<file path="config.mk">
export PLATFORM = sky130hd
export DESIGN_NAME = mrd_sink_flat
export DESIGN_NICKNAME = d
export VERILOG_FILES = /design/src/verilog/mrd_pkg.sv /design/src/verilog/mrd_if.sv /design/src/verilog/mrd_sink.sv /design/src/flat_wrapper.sv
export SDC_FILE = /design/constraint.sdc
export NUM_CORES = 1
export LEC_CHECK = 0
export ABC_AREA = 0
export BUFFER_PORTS_ARGS = -buffer_cell sky130_fd_sc_hd__buf_2
export CELL_PAD_IN_SITES_DETAIL_PLACEMENT = 2
export CELL_PAD_IN_SITES_GLOBAL_PLACEMENT = 2
export CORE_AREA = 2 2 238 240
export DETAILED_ROUTE_END_ITERATION = 10
export DIE_AREA = 0 0 240 242
export PLACE_DENSITY = 0.9
export SLEW_MARGIN = 20
export SYNTH_ARGS = -nofsm -noshare
export SYNTH_HDL_FRONTEND = slang
export SYNTH_SLANG_ARGS = --single-unit
</file>
<file path="constraint.sdc">
create_clock -name clk -period 4.9 [get_ports clk]
set_clock_uncertainty 0.15 [all_clocks]
set_input_delay 0.49 -clock clk [delete_from_list [all_inputs] [get_ports clk]]
set_output_delay 0.49 -clock clk [all_outputs]
set_load 0.03 [all_outputs]
</file>
<file path="src/verilog/mrd_pkg.sv">
package mrd_pkg;

	// sample width, each of real and imaginary part
	localparam int dw = 16;

	// lanes per input beat
	localparam int n_lane = 4;

	// one bank per residue of a radix-7 stage
	localparam int n_bank = 7;

	// cycles in st_sink before the frame is dropped
	localparam logic [11:0] over_limit = 12'd2047;

	typedef enum logic [1:0] {
		st_idle,
		st_sink,
		st_source
	} mrd_state_e;

endpackage

</file>
<file path="src/verilog/mrd_if.sv">
`timescale 1ns/1ns

// 4-lane complex input stream
interface mrd_st_if import mrd_pkg::*; ();

	logic                valid;
	logic signed [dw-1:0] din_real [n_lane];
	logic signed [dw-1:0] din_imag [n_lane];

	modport src (output valid, din_real, din_imag);
	modport snk (input valid, din_real, din_imag);

endinterface

// one write port per bank
interface mrd_mem_wr import mrd_pkg::*; #(parameter int w_addr = 8) ();

	logic [n_bank-1:0]    wren;
	logic [w_addr-1:0]    wraddr [n_bank];
	logic signed [dw-1:0] din_real [n_bank];
	logic signed [dw-1:0] din_imag [n_bank];

	modport wr (output wren, wraddr, din_real, din_imag);
	modport ram (input wren, wraddr, din_real, din_imag);

endinterface

</file>
<file path="src/verilog/mrd_sink.sv">
`timescale 1ns/1ns

module mrd_sink import mrd_pkg::*; #(
	parameter int w_addr = 8
) (
	input  logic         clk,
	input  logic         rst_n,
	input  mrd_state_e   fsm,
	mrd_st_if.snk        in_data,
	mrd_mem_wr.wr        wr_ram,
	output logic         sink_end,
	output logic         over_time,
	output logic [w_addr:0] frame_beats
);

	localparam int w_lane = $clog2(n_lane);

	logic [2:0]        bank_idx [n_lane];
	logic [w_addr-1:0] lane_row [n_lane];

	logic [n_bank-1:0] bank_hit;
	logic [w_lane-1:0] bank_sel [n_bank];

	logic              valid_q;
	logic [w_addr:0]   beat_cnt;
	logic [11:0]       cnt_over;

	// lane l of beat b sits at bank (4b+l) mod 7, row advances when the index wraps
	always_ff @(posedge clk) begin
		for (int l = 0; l < n_lane; l++) begin
			if (!rst_n || !in_data.valid) begin
				bank_idx[l] <= 3'(l);
				lane_row[l] <= '0;
			end else if (bank_idx[l] < 3'(n_bank - n_lane)) begin
				bank_idx[l] <= bank_idx[l] + 3'(n_lane);
			end else begin
				bank_idx[l] <= bank_idx[l] - 3'(n_bank - n_lane);
				lane_row[l] <= lane_row[l] + 1'b1;
			end
		end
	end

	// which lane, if any, lands on each bank this beat
	always_comb begin
		for (int b = 0; b < n_bank; b++) begin
			bank_hit[b] = 1'b0;
			bank_sel[b] = '0;
			for (int l = 0; l < n_lane; l++) begin
				if (bank_idx[l] == 3'(b)) begin
					bank_hit[b] = 1'b1;
					bank_sel[b] = w_lane'(l);
				end
			end
		end
	end

	always_ff @(posedge clk) begin
		if (!rst_n)
			wr_ram.wren <= '0;
		else
			wr_ram.wren <= in_data.valid ? bank_hit : '0;
	end

	// payload is only meaningful where wren is set
	always_ff @(posedge clk) begin
		for (int b = 0; b < n_bank; b++) begin
			wr_ram.wraddr[b]   <= lane_row[bank_sel[b]];
			wr_ram.din_real[b] <= in_data.din_real[bank_sel[b]];
			wr_ram.din_imag[b] <= in_data.din_imag[bank_sel[b]];
		end
	end

	// frame length, end-of-frame strobe and sink watchdog
	always_ff @(posedge clk) begin
		if (!rst_n) begin
			valid_q     <= 1'b0;
			beat_cnt    <= '0;
			frame_beats <= '0;
			sink_end    <= 1'b0;
			cnt_over    <= '0;
			over_time   <= 1'b0;
		end else begin
			valid_q  <= in_data.valid;
			beat_cnt <= in_data.valid ? beat_cnt + 1'b1 : '0;
			sink_end <= !in_data.valid && valid_q;
			if (!in_data.valid && valid_q)
				frame_beats <= beat_cnt;
			cnt_over  <= (fsm == st_sink) ? cnt_over + 12'd1 : 12'd0;
			over_time <= (cnt_over == over_limit);
		end
	end

	for (genvar a = 0; a < n_lane; a++) begin : g_chk_a
		for (genvar c = a + 1; c < n_lane; c++) begin : g_chk_c
			a_lane_distinct: assert property (@(posedge clk) disable iff (!rst_n)
				in_data.valid |-> bank_idx[a] != bank_idx[c]);
		end
	end

	// no back-pressure, so a beat during readout would be lost
	a_no_valid_in_source: assert property (@(posedge clk) disable iff (!rst_n)
		fsm == st_source |-> !in_data.valid);

endmodule

</file>
<file path="src/flat_wrapper.sv">
// flat-port wrapper written by rule: the top's interface ports become plain ports
module mrd_sink_flat import mrd_pkg::*;
#(
	parameter int w_addr = 8
)
  (clk, rst_n, fsm, sink_end, over_time, frame_beats, in_data_valid, in_data_din_real, in_data_din_imag, wr_ram_wren, wr_ram_wraddr, wr_ram_din_real, wr_ram_din_imag);
  mrd_st_if in_data_i ();
  mrd_mem_wr #(.w_addr(w_addr)) wr_ram_i ();
  input  logic clk;
  input  logic rst_n;
  input  mrd_state_e fsm;
  output logic sink_end;
  output logic over_time;
  output logic [w_addr:0] frame_beats;
  input wire logic [$bits(in_data_i.valid)-1:0] in_data_valid;
  input wire logic [$bits(in_data_i.din_real)-1:0] in_data_din_real;
  input wire logic [$bits(in_data_i.din_imag)-1:0] in_data_din_imag;
  output wire logic [$bits(wr_ram_i.wren)-1:0] wr_ram_wren;
  output wire logic [$bits(wr_ram_i.wraddr)-1:0] wr_ram_wraddr;
  output wire logic [$bits(wr_ram_i.din_real)-1:0] wr_ram_din_real;
  output wire logic [$bits(wr_ram_i.din_imag)-1:0] wr_ram_din_imag;
  assign in_data_i.valid = in_data_valid;
  assign in_data_i.din_real = {>>{in_data_din_real}};
  assign in_data_i.din_imag = {>>{in_data_din_imag}};
  assign wr_ram_wren = wr_ram_i.wren;
  assign wr_ram_wraddr = {>>{wr_ram_i.wraddr}};
  assign wr_ram_din_real = {>>{wr_ram_i.din_real}};
  assign wr_ram_din_imag = {>>{wr_ram_i.din_imag}};
  mrd_sink #(.w_addr(w_addr)) u_core (.clk(clk), .rst_n(rst_n), .fsm(fsm), .in_data(in_data_i), .wr_ram(wr_ram_i), .sink_end(sink_end), .over_time(over_time), .frame_beats(frame_beats));
endmodule
</file>
After elaboration in Yosys (flattened, before gate mapping)
Memory sizes are Yosys's and may differ from the RTL's. A register that Yosys moved wholly into a read port is not among the register bits.
Index checks and enable logic that the tools add are counted.
{ "totals": {"regBits": 264, "ramBits": 44, "input_bits": 133, "output_inout_bits": 298, "wordCells": 232, "mem_count": 2} }
{ "classes": {"addsub": 14, "n_lt_le_gt_ge": 11, "n_eq_ne": 26, "n_mux": 129, "bitwise_logic": 19, "reduce_logical": 10} }
{ "memory_table": {"columns": ["memory", "depth", "word_bits", "read_ports", "rd_clocked_by_memory_dff", "wr", "line", "text"], "rows": [
  ["u_core.lane_row", 4, 8, 11, 7, 4, "mrd_sink.sv:19", "logic [w_addr-1:0] lane_row [n_lane];"],
  ["u_core.bank_idx", 4, 3, 4, 0, 4, "mrd_sink.sv:18", "logic [2:0] bank_idx [n_lane];"]
]} }
{ "op_table": {"columns": ["cell", "count"], "rows": [
  ["$bmux 16 s2", 14],
  ["$mux 16", 28],
  ["$mux 1", 61],
  ["$eq 3x3->1 const B", 12],
  ["$add 8x1->8 const B", 4],
  ["$mux 8", 4],
  ["$mux 2", 14],
  ["$eq 3x2->1 const B", 8],
  ["$mux 3", 8],
  ["$ge 3x3->1 const B", 7],
  ["$not 2->3", 7],
  ["$add 12x1->12 const B", 1],
  ["$add 3x3->3 const B", 4],
  ["$eq 12x11->1 const B", 1],
  ["$eq 3x1->1 const B", 4],
  ["$logic_not 3->1", 4],
  ["$lt 3x2->1 const B", 4],
  ["$or 1x1->1", 12],
  ["$sub 3x2->3 const B", 4],
  ["$add 9x1->9 const B", 1],
  ["$reduce_and 2->1", 2],
  ["$eq 2x1->1 const B", 1],
  ["$logic_not 1->1", 2],
  ["$logic_and 1x1->1", 1],
  ["$logic_or 1x1->1", 1]
]} }

Depth between registers and ports, before layout
Gate-level depths: netlist (run 1).
An unclocked memory read counts as a cell.
{ "depth": {"word_depth": 9, "mapped_depth": 10, "ltp_nobuf": 5} }

Worst setup path after synthesis (run 1)
Ideal clock, no wire load.
{ "synth_path": {"path_kind": "flip-flop to flip-flop", "start": "memory u_core.bank_idx[1][2]", "end": "register u_core.wr_ram.wraddr[25] (read register of u_core.lane_row)", "setup_time_ns": 0.121, "arrival_ns": 1.911, "t_required_ns": 4.629, "setup_slack_ns": 2.719, "stages_incl_launch_ff": 11, "path_buffers": 5, "synth_period_minus_slack_ns": 2.181, "path_cell_list": "edfxtp_1 > buf_4 > buf_6 > buf_2 > inv_1 > ha_1 > buf_2 > buf_2 > mux2i_1 > o21ai_0 > mux2_2"} }
{ "synth_lines": {"columns": ["item", "line", "text"], "rows": [
  ["start: declaration", "mrd_sink.sv:18", null],
  ["end: declaration", "mrd_if.sv:23", "modport wr (output wren, wraddr, din_real, din_imag);"]
]} }

==> impl_metrics.toml, run 1 <==
[clock_network]
cts-root-buf = "clkbuf_16"
hold_buffers = 0
cts_tree = "done"
clock_sinks = 364
clk_latency_ps = 590
htreeDepth = 2
cts_buffers = 44
cts_resized = 0
cts_setup_buffers = 0
clockBufferDepth = 3
clkTransAtPathRegs_ps = 60

[die]
core_area_sq_um = 55700
die_h_um = 242
start_util_pct = 33.6
dieArea_sq_um = 58100
io_pins = 431
dieWidth_um = 240
num_rows = 87

[synth]
ys_types = 45
synth_warnings = 0
syn_area_sq_um = 18700
synth_seq_cells = 364
syn_area_per_cell_sq_um = 8.22
syn_inst = 2280
synth_area_leaders = "dfxtp_1 (34%), a211oi_1 (9.6%), o21ai_0 (9.2%)"
yosysTopAreaCellShare_pct = 34.2
synth.largest_area_cell = "dfxtp_1"
synth_edf_count = 44
ys_seq_area_share_pct = 41.2
synthFlopType = "dfxtp_1"
async_flop_share_pct = 0

[placed_design]
place_area_sq_um = 21100
dp_hpwl_um = 63000
place_inst = 3249
dpl_worst_slack_ps = 1690
io_buffer_count = 430
place.gp.congestion = 0.879

[global_routing]
grt_max_degree = 108
antenna_found_initial = 14
grt_pass1_vias = 22600
grt_overflow = 0
grt_pass1_wl_um = 150000
grt_util_all_layers_pct = 34.1

[detailed_routing]
ant_nets = 0
dr_total_vias = 20900
wl_per_cell_um = 30.5
routed_wl_um = 102000
drt_iter0_markers = 2234
drtPass1Iterations = 5
avgViaCountPerCell = 6.25
drc = 0

[sta]
setup_ws_ps = 1670
relSlewSlack_pct = 16.0
period_share_pct = 65.9
final_max_slew_viol_count = 0
hold_viol_final = 0
setup_viol = 0
min_period_ps = 3230
tightestPinTransition_ps = 1260
rsz0062_at_grt = "no"
tns_ps = 0
clock.fmax_mhz = 310

[run_status]
status = "completed"

[cells_and_area]
area_growth_pct = 21.1
mostFrequentLayoutCells = "buf_2 (430), o21ai_0 (345), nand2_1 (326), dfxtp_1 (320), a211oi_1 (240)"
fin_area_sq_um = 22700
final_common_cell = "buf_2"
nFillCells = 6288
nNetsFinal = 2698
drive_gt1_share_pct = 23.5
fin_cells = 3339

[critical_path]
cp.arrival_ps = 3530
crit_path_end_kind = "flip-flop"
required_ps = 5200
path_max_fanout = 39
crit_type = "flip-flop to flip-flop"
cp-start-kind = "flip-flop"

[pwr]
pwr_density_cell_nw_per_um2 = 420
vdd_drop_max_mv = 0.214
fin_total_pwr_mw = 9.54
leakage_nw = 9.68

[min_path]
hold_class = "input port to flip-flop"

[job]
drv_cap = 0
==> metal layers <==
metal | track usage (%) | routed length, um | vias up
li1 | - | - | 8729
met1 | 41.8 | 39700 | 10600
met2 | 55.2 | 48200 | 1240
met3 | 6.54 | 8060 | 337
met4 | 20.5 | 5710 | 8
met5 | 0 | 53 | -
==> stage by stage <==
| step | util, % | hold slack, ps |
|---|---|---|
| after floorplan | - | 280 |
| after global placement | 37.9 | 300 |
| after detailed placement | 37.9 | 317 |
| after CTS | 40.7 | 43.1 |
| after global routing | 40.7 | 71.7 |
| final | 40.7 | 70.2 |
==> synth_stat cells, types with 14 or more instances <==
cell / count
clkbuf_1: 158
or3_1: 14
o21ai_0: 345
a211oi_1: 240
ha_1: 26
and3b_1: 121
a21oi_1: 31
nor2_1: 38
buf_2: 75
edfxtp_1: 44
mux2_2: 40
nand3_1: 18
inv_1: 16
and3_1: 123
dfxtp_1: 320
mux2i_1: 40
nand2_1: 334
o21ai_1: 192
==> registers in the layout, indices dropped and copies added, names as in the netlist <==
name	cells
u_core.wr_ram.din_imag	112
u_core.wr_ram.din_real	112
u_core.wr_ram.wraddr	56
u_core.lane_row	32
u_core.bank_idx	12
u_core.cnt_over	12
u_core.beat_cnt	9
u_core.frame_beats	9
u_core.wr_ram.wren	7
u_core.over_time	1
u_core.sink_end	1
u_core.valid_q	1
==> worst paths after layout <==
| kind | from | to | slack (ps) | cells past startpoint |
|---|---|---|---|---|
| max | u_core.bank_idx[1][0] | u_core.wr_ram.din_imag[107] | 1670 | 6 |
| min | in_data_din_imag[3] | u_core.wr_ram.din_imag[83] | 70 | 3 |
| max reg2reg | u_core.bank_idx[1][0] | u_core.wr_ram.din_imag[107] | 1670 | 6 |
| min reg2reg | u_core.frame_beats[6] | u_core.frame_beats[6] | 320 | 2 |
==> layout make-up <==
cell class,count,area [sq um],area share [%]
Antenna cell,10,25.0,0.110
Clock buffer,69,1380,6.07
Clock inverter,11,165,0.727
Inverter,16,60.1,0.264
Multi-Input combinational cell,1662,10100,44.5
Sequential cell,364,7730,34.0
Tap cell,756,946,4.17
Timing Repair Buffer,451,2310,10.2
==> worst max-delay path, stage by stage (launching register included) <==
cell and delay [ps]:
edfxtp_1 470, inv_1 140, ha_2 760, nand2b_2 680, buf_4 450, a211oi_1 280
o21ai_0 150
==> cell families after synthesis <==
kind of cell / count (synthesis) / synth area share (%)
adder cells (fa/ha/maj): 26 / 1.74
other: 1 / 0.0200
flip-flops: 364 / 41.2
buffers and inverters: 257 / 5.75
XOR/XNOR: 18 / 0.841
multiplexers: 80 / 4.54
AO/OA/AOI/OAI: 835 / 25.8
AND/OR/NAND/NOR: 699 / 20.1
==> where the power goes <==
group / leakage [nW] / switching, mW / total [mW] / internal (mW)
Clock: 0.746 / 1.43 / 3.57 / 2.14
Combinational: 5.76 / 1.69 / 2.33 / 0.633
Sequential: 3.17 / 0.266 / 3.65 / 3.38
Total: 9.68 / 3.39 / 9.54 / 6.15
No activity file was read; power rests on OpenSTA's default activity.
==> inputs of run 2 (changes only) <==
CORE_AREA = 2 2 246 248   (was 2 2 238 240)
DIE_AREA = 0 0 248 250   (was 0 0 240 242)
PLACE_DENSITY = 0.86   (was 0.9)
clock period = 3.1 ns   (was 4.9 ns; I/O delays follow)
==> run 2 against run 1 <==
  * Sequential share of layout area fell by 1.8 points
  * Die area rose by 6.7%
  * Sequential cell count did not move
  * Cell count rose by 4.5%
  * Critical path depth rose by 1
  * Clock power rose by 58%
  * Combinational power rose by 67%
  * Non-clock buffer count rose by 128
  * Total power rose by 61%
  * Cell area rose by 5.7%
  * Worst setup slack got worse by 1600 ps
  * Sequential power rose by 59%
  * Critical endpoint is now u_core.wr_ram.din_imag[86]
  * Largest power group unchanged
==> impl_metrics.toml, run 2 (synthesis results as in run 1) <==
[detailed_routing]
wl_per_cell_um = 30.8
avgViaCountPerCell = 6.24
dr_total_vias = 21800
drtPass1Iterations = 6
ant_nets = 0
routed_wl_um = 107000
drt_iter0_markers = 2293
drc = 0

[placed_design]
place.gp.congestion = 0.889
dp_hpwl_um = 67400
io_buffer_count = 430
place_inst = 3316
place_area_sq_um = 21600
dpl_worst_slack_ps = 632

[clock_network]
clk_latency_ps = 600
clockBufferDepth = 3
clock_sinks = 364
cts_tree = "done"
cts_buffers = 44
htreeDepth = 2
clkTransAtPathRegs_ps = 70
cts_setup_buffers = 0
cts-root-buf = "clkbuf_16"

[sta]
period_share_pct = 97.4
final_max_slew_viol_count = 0
hold_viol_final = 0
setup_viol = 0
clock.fmax_mhz = 331
tightestPinTransition_ps = 1050
min_period_ps = 3020
relSlewSlack_pct = 30.0
setup_ws_ps = 81.8
tns_ps = 0
hold_ws_ps = 16.9

[pwr]
power_frac_comb_pct = 25.3
power.switching_mw = 5.51
vdd_drop_max_mv = 0.429
leakage_nw = 10.3
pwr_density_cell_nw_per_um2 = 639
p_clk_share_pct = 36.8
seq_power_share_pct = 37.8
fin_total_pwr_mw = 15.4
switching_share_pct = 35.9
p_int_mw = 9.84

[cells_and_area]
fin_area_sq_um = 24000
nFillCells = 6522
reg_top3 = "u_core.wr_ram.din_imag (112), u_core.wr_ram.din_real (112), u_core.wr_ram.wraddr (56)"
drive_gt1_share_pct = 23.9
post-route-util_pct = 40.3
nNetsFinal = 2826
fin_cells = 3488
final_common_cell = "buf_2"
area_growth_pct = 28.1
mostFrequentLayoutCells = "buf_2 (430), o21ai_0 (345), nand2_1 (326), dfxtp_1 (320), a211oi_1 (240)"

[die]
core_area_sq_um = 59600
die_h_um = 250
dieArea_sq_um = 62000
dieWidth_um = 248
num_rows = 90
io_pins = 431
start_util_pct = 31.5

[critical_path]
crit_type = "flip-flop to flip-flop"
cp.arrival_ps = 3410
cp-start-kind = "flip-flop"
ff2ff_setup_slack_ps = 80
crit_path_end_kind = "flip-flop"
path_max_fanout = 19
required_ps = 3490

[global_routing]
grt_overflow = 0
grt_max_degree = 181
grt_pass1_wl_um = 158000
grt_pass1_vias = 23300
antenna_found_initial = 12
grt_util_all_layers_pct = 33.8

[job]
drv_cap = 0

[min_path]
hold_class = "input port to flip-flop"

[run_status]
status = "completed"
run 2: changes by cell type in the layout (fill, tap and decap cells not counted), moves of 4 or more:
cell,previous run,this run
buf_12,0,10
clkbuf_8,12,6
buf_4,21,51
dlygate4sd3_1,0,87
clkinv_2,3,7
run 2: final timing paths:
path / startpoint / cells after the start / endpoint
setup / recovery: u_core.bank_idx[3][1] / 7 / u_core.wr_ram.din_imag[86]
setup reg to reg: u_core.bank_idx[3][1] / 7 / u_core.wr_ram.din_imag[86]
hold / removal: in_data_din_imag[27] / 3 / u_core.wr_ram.din_imag[43]
hold reg to reg: u_core.frame_beats[8] / 2 / u_core.frame_beats[8]
run 2: final cells by class:
type / instances / area, sq um / share of cell area, %
clock buffers: 59 / 1260 / 5.25
flip-flops and latches: 364 / 7730 / 32.2
clock inverters: 19 / 256 / 1.07
multi-input cells: 1662 / 10100 / 42.0
repair buffers: 579 / 3620 / 15.1
inverters: 16 / 60.1 / 0.250
diodes: 7 / 17.5 / 0.0730
well taps: 782 / 978 / 4.08
run 2: routing by layer:
layer | part of all wire, % | up-vias | global-route usage, %
li1 | - | 8979 | -
met1 | 39 | 11000 | 41.1
met2 | 47 | 1376 | 55.0
met3 | 8.6 | 393 | 7.08
met4 | 5.8 | 14 | 19.1
met5 | 0.086 | - | 0
run 2: power groups by stage:
stage | registers (mW) | clock network, mW | logic, mW
3_3_place_gp | 5.84 | 0 | 3.48
3_5_place_dp | 5.85 | 0 | 3.60
2_1_floorplan | 6.65 | 0 | 1.19
4_1_cts | 5.76 | 5.62 | 3.76
5_1_grt | 5.83 | 5.88 | 4.06
6_report | 5.81 | 5.65 | 3.89
run 2: critical path, stage by stage, from the launching register on:
cell and delay, ps:
edfxtp_1 500, inv_1 130, ha_1 240, nor2b_4 760, buf_4 430, nand2_1 100
o21ai_1 90, dlygate4sd3_1 570
run 2: what timing repair did:
action | CTS | global route
gates resized for setup | 0 | 4
endpoints found under the hold margin | 233 | 0
hold buffers | 87 | 0
endpoints found under the setup margin | 0 | 7
==> inputs of run 3 (changes only) <==
CORE_AREA = 3 3 239 241   (was 2 2 246 248)
CTS_CLUSTER_SIZE = 12   (was unset)
DIE_AREA = 0 0 242 244   (was 0 0 248 250)
PLACE_DENSITY = 0.9   (was 0.86)
clock period = 3.5 ns   (was 3.1 ns; I/O delays follow)
==> run 3 against run 2 <==
  * First-iteration DRC count is 10% lower
  * Die area is 4.8% lower
  * Routed wire length is 1.1% lower
  * Combinational power is 14% lower
  * Utilization is 1.7 points higher
  * Via count is 1.8% lower
  * Sequential cell count stayed put
  * Sequential share of layout area is 1.2 points higher
  * Total power is 14% lower
  * Cell count is 3.2% lower
  * Sequential power is 12% lower
  * Non-clock buffer count is 73 lower
  * Largest cell class unchanged
  * Highest routed layer unchanged
==> impl_metrics.toml, run 3 (synthesis results as in run 1) <==
[cells_and_area]
drive_gt1_share_pct = 23.7
reg_top3 = "u_core.wr_ram.din_imag (112), u_core.wr_ram.din_real (112), u_core.wr_ram.wraddr (56)"
area_growth_pct = 23.5
final_common_cell = "buf_2"
mostFrequentLayoutCells = "buf_2 (430), o21ai_0 (345), nand2_1 (326), dfxtp_1 (320), a211oi_1 (240)"
fin_cells = 3376
post-route-util_pct = 42.0
nNetsFinal = 2753

[sta]
final_max_slew_viol_count = 0
setup_ws_ps = 504
rsz0062_at_grt = "no"
hold_viol_final = 0
min_period_ps = 3000
tns_ps = 0
period_share_pct = 85.6
setup_viol = 0
relSlewSlack_pct = 25.4
tightestPinTransition_ps = 1120
clock.fmax_mhz = 334

[critical_path]
required_ps = 3800
r2r-end = "u_core.wr_ram.din_imag[64]"
path_buf_inv = 2
r2r-start = "u_core.bank_idx[1][0]"
slowest_delay_ps = 720
crit_type = "flip-flop to flip-flop"
cp-endpoint = "u_core.wr_ram.din_imag[64]"
cp.arrival_ps = 3300
startpoint = "u_core.bank_idx[1][0]"
cp-start-kind = "flip-flop"
crit_family = "adder cells"
crit_path_end_kind = "flip-flop"
worst-path-stages = 6
cp_cell_sequence = "inv_1 -> ha_2 -> nand2b_2 -> buf_4 -> a211oi_1 -> o21ai_1"
ff2ff_setup_slack_ps = 500
cpMaxStageDelayCell = "ha_2"
path_max_fanout = 41
r2r_cells = 6

[min_path]
hold_class = "input port to flip-flop"

[run_status]
status = "completed"

[clock_network]
cts_setup_buffers = 0
cts_buffers = 44
clkTransAtPathRegs_ps = 70
cts-root-buf = "clkbuf_16"
cts_tree = "done"
clk_latency_ps = 590
clock_sinks = 364
clockBufferDepth = 3
htreeDepth = 2

[detailed_routing]
wl_per_cell_um = 31.4
drc = 0
ant_nets = 0
dr_total_vias = 21400
routed_wl_um = 106000
drtPass1Iterations = 5
drt_iter0_markers = 2061
avgViaCountPerCell = 6.33

[pwr]
fin_total_pwr_mw = 13.3
pwr_density_cell_nw_per_um2 = 573
leakage_nw = 9.89
vdd_drop_max_mv = 0.292

[placed_design]
place.gp.congestion = 0.862
io_buffer_count = 430
place_inst = 3262
dp_hpwl_um = 66500
dpl_worst_slack_ps = 599

[global_routing]
grt_pass1_wl_um = 156000
grt_pass1_vias = 23000
grt_overflow = 0
grt_util_all_layers_pct = 34.5
grt_max_degree = 138
antenna_found_initial = 6

[die]
num_rows = 86
dieWidth_um = 242
io_pins = 431
die_h_um = 244
core_area_sq_um = 55100
dieArea_sq_um = 59000
start_util_pct = 34.0

[job]
drv_cap = 0
-- run 3: cell count changes in the layout (fill, tap and decap cells not counted), sizes merged --
cell	delta
bufinv	-4
clkinvlp	-2
dlygate4sd3	-53
diode	-6
clkbuf	+7
buf	-20
-- run 3: per-stage QoR --
step	area [sq um]	hold WS, ps
final	23200	19.3
after global routing	23200	31.3
after CTS	23200	0.832
after detailed placement	21400	308
after global placement	21400	295
after floorplan	18800	280
-- run 3: worst min-delay path, delay by kind of cell --
kind | cells | cell delay [ps]
AO/OA/AOI/OAI | 2 | 220
buffers and inverters | 1 | 150
-- run 3: what timing repair did --
| action | CTS | global route |
|---|---|---|
| hold endpoints to repair | 187 | 0 |
| hold buffers | 34 | 0 |
| gates resized for setup | 0 | 0 |
-- run 3: where the power goes --
| part | internal (mW) | total, mW | switching, mW |
|---|---|---|---|
| clock network | 2.79 | 4.80 | 2.01 |
| registers | 4.73 | 5.12 | 0.388 |
| logic | 0.934 | 3.35 | 2.42 |
-- run 3: per-layer routing --
metal	share of wire, %	global-route usage, %	wire (um)
met1	39	41.7	41100
met4	5.4	17.9	5750
met2	47	57.9	50400
met3	8.3	7.09	8810
met5	0.045	0	48
-- run 3: area by class of cell --
class                      count  area [sq um]
fill                        6135         31900
multi-input combinational   1662         10100
sequential                   364          7730
timing repair buffer         506          2900
clock buffer                  66          1340
tap                          748           936
clock inverter                13           123
inverter                      16          60.1
antenna                        1          2.50
-- run 3: worst min path at each step --
stage	start	to	slack (ps)	cells after the start
global placement	u_core.beat_cnt[0]	u_core.beat_cnt[0]	290	1
detailed placement	u_core.beat_cnt[0]	u_core.beat_cnt[0]	310	1
global route	in_data_din_imag[53]	u_core.wr_ram.din_imag[21]	30	3
finish	in_data_din_imag[21]	u_core.wr_ram.din_imag[101]	20	3
CTS	in_data_din_imag[55]	u_core.wr_ram.din_imag[71]	0.8	3
floorplan	u_core.beat_cnt[0]	u_core.beat_cnt[0]	280	1
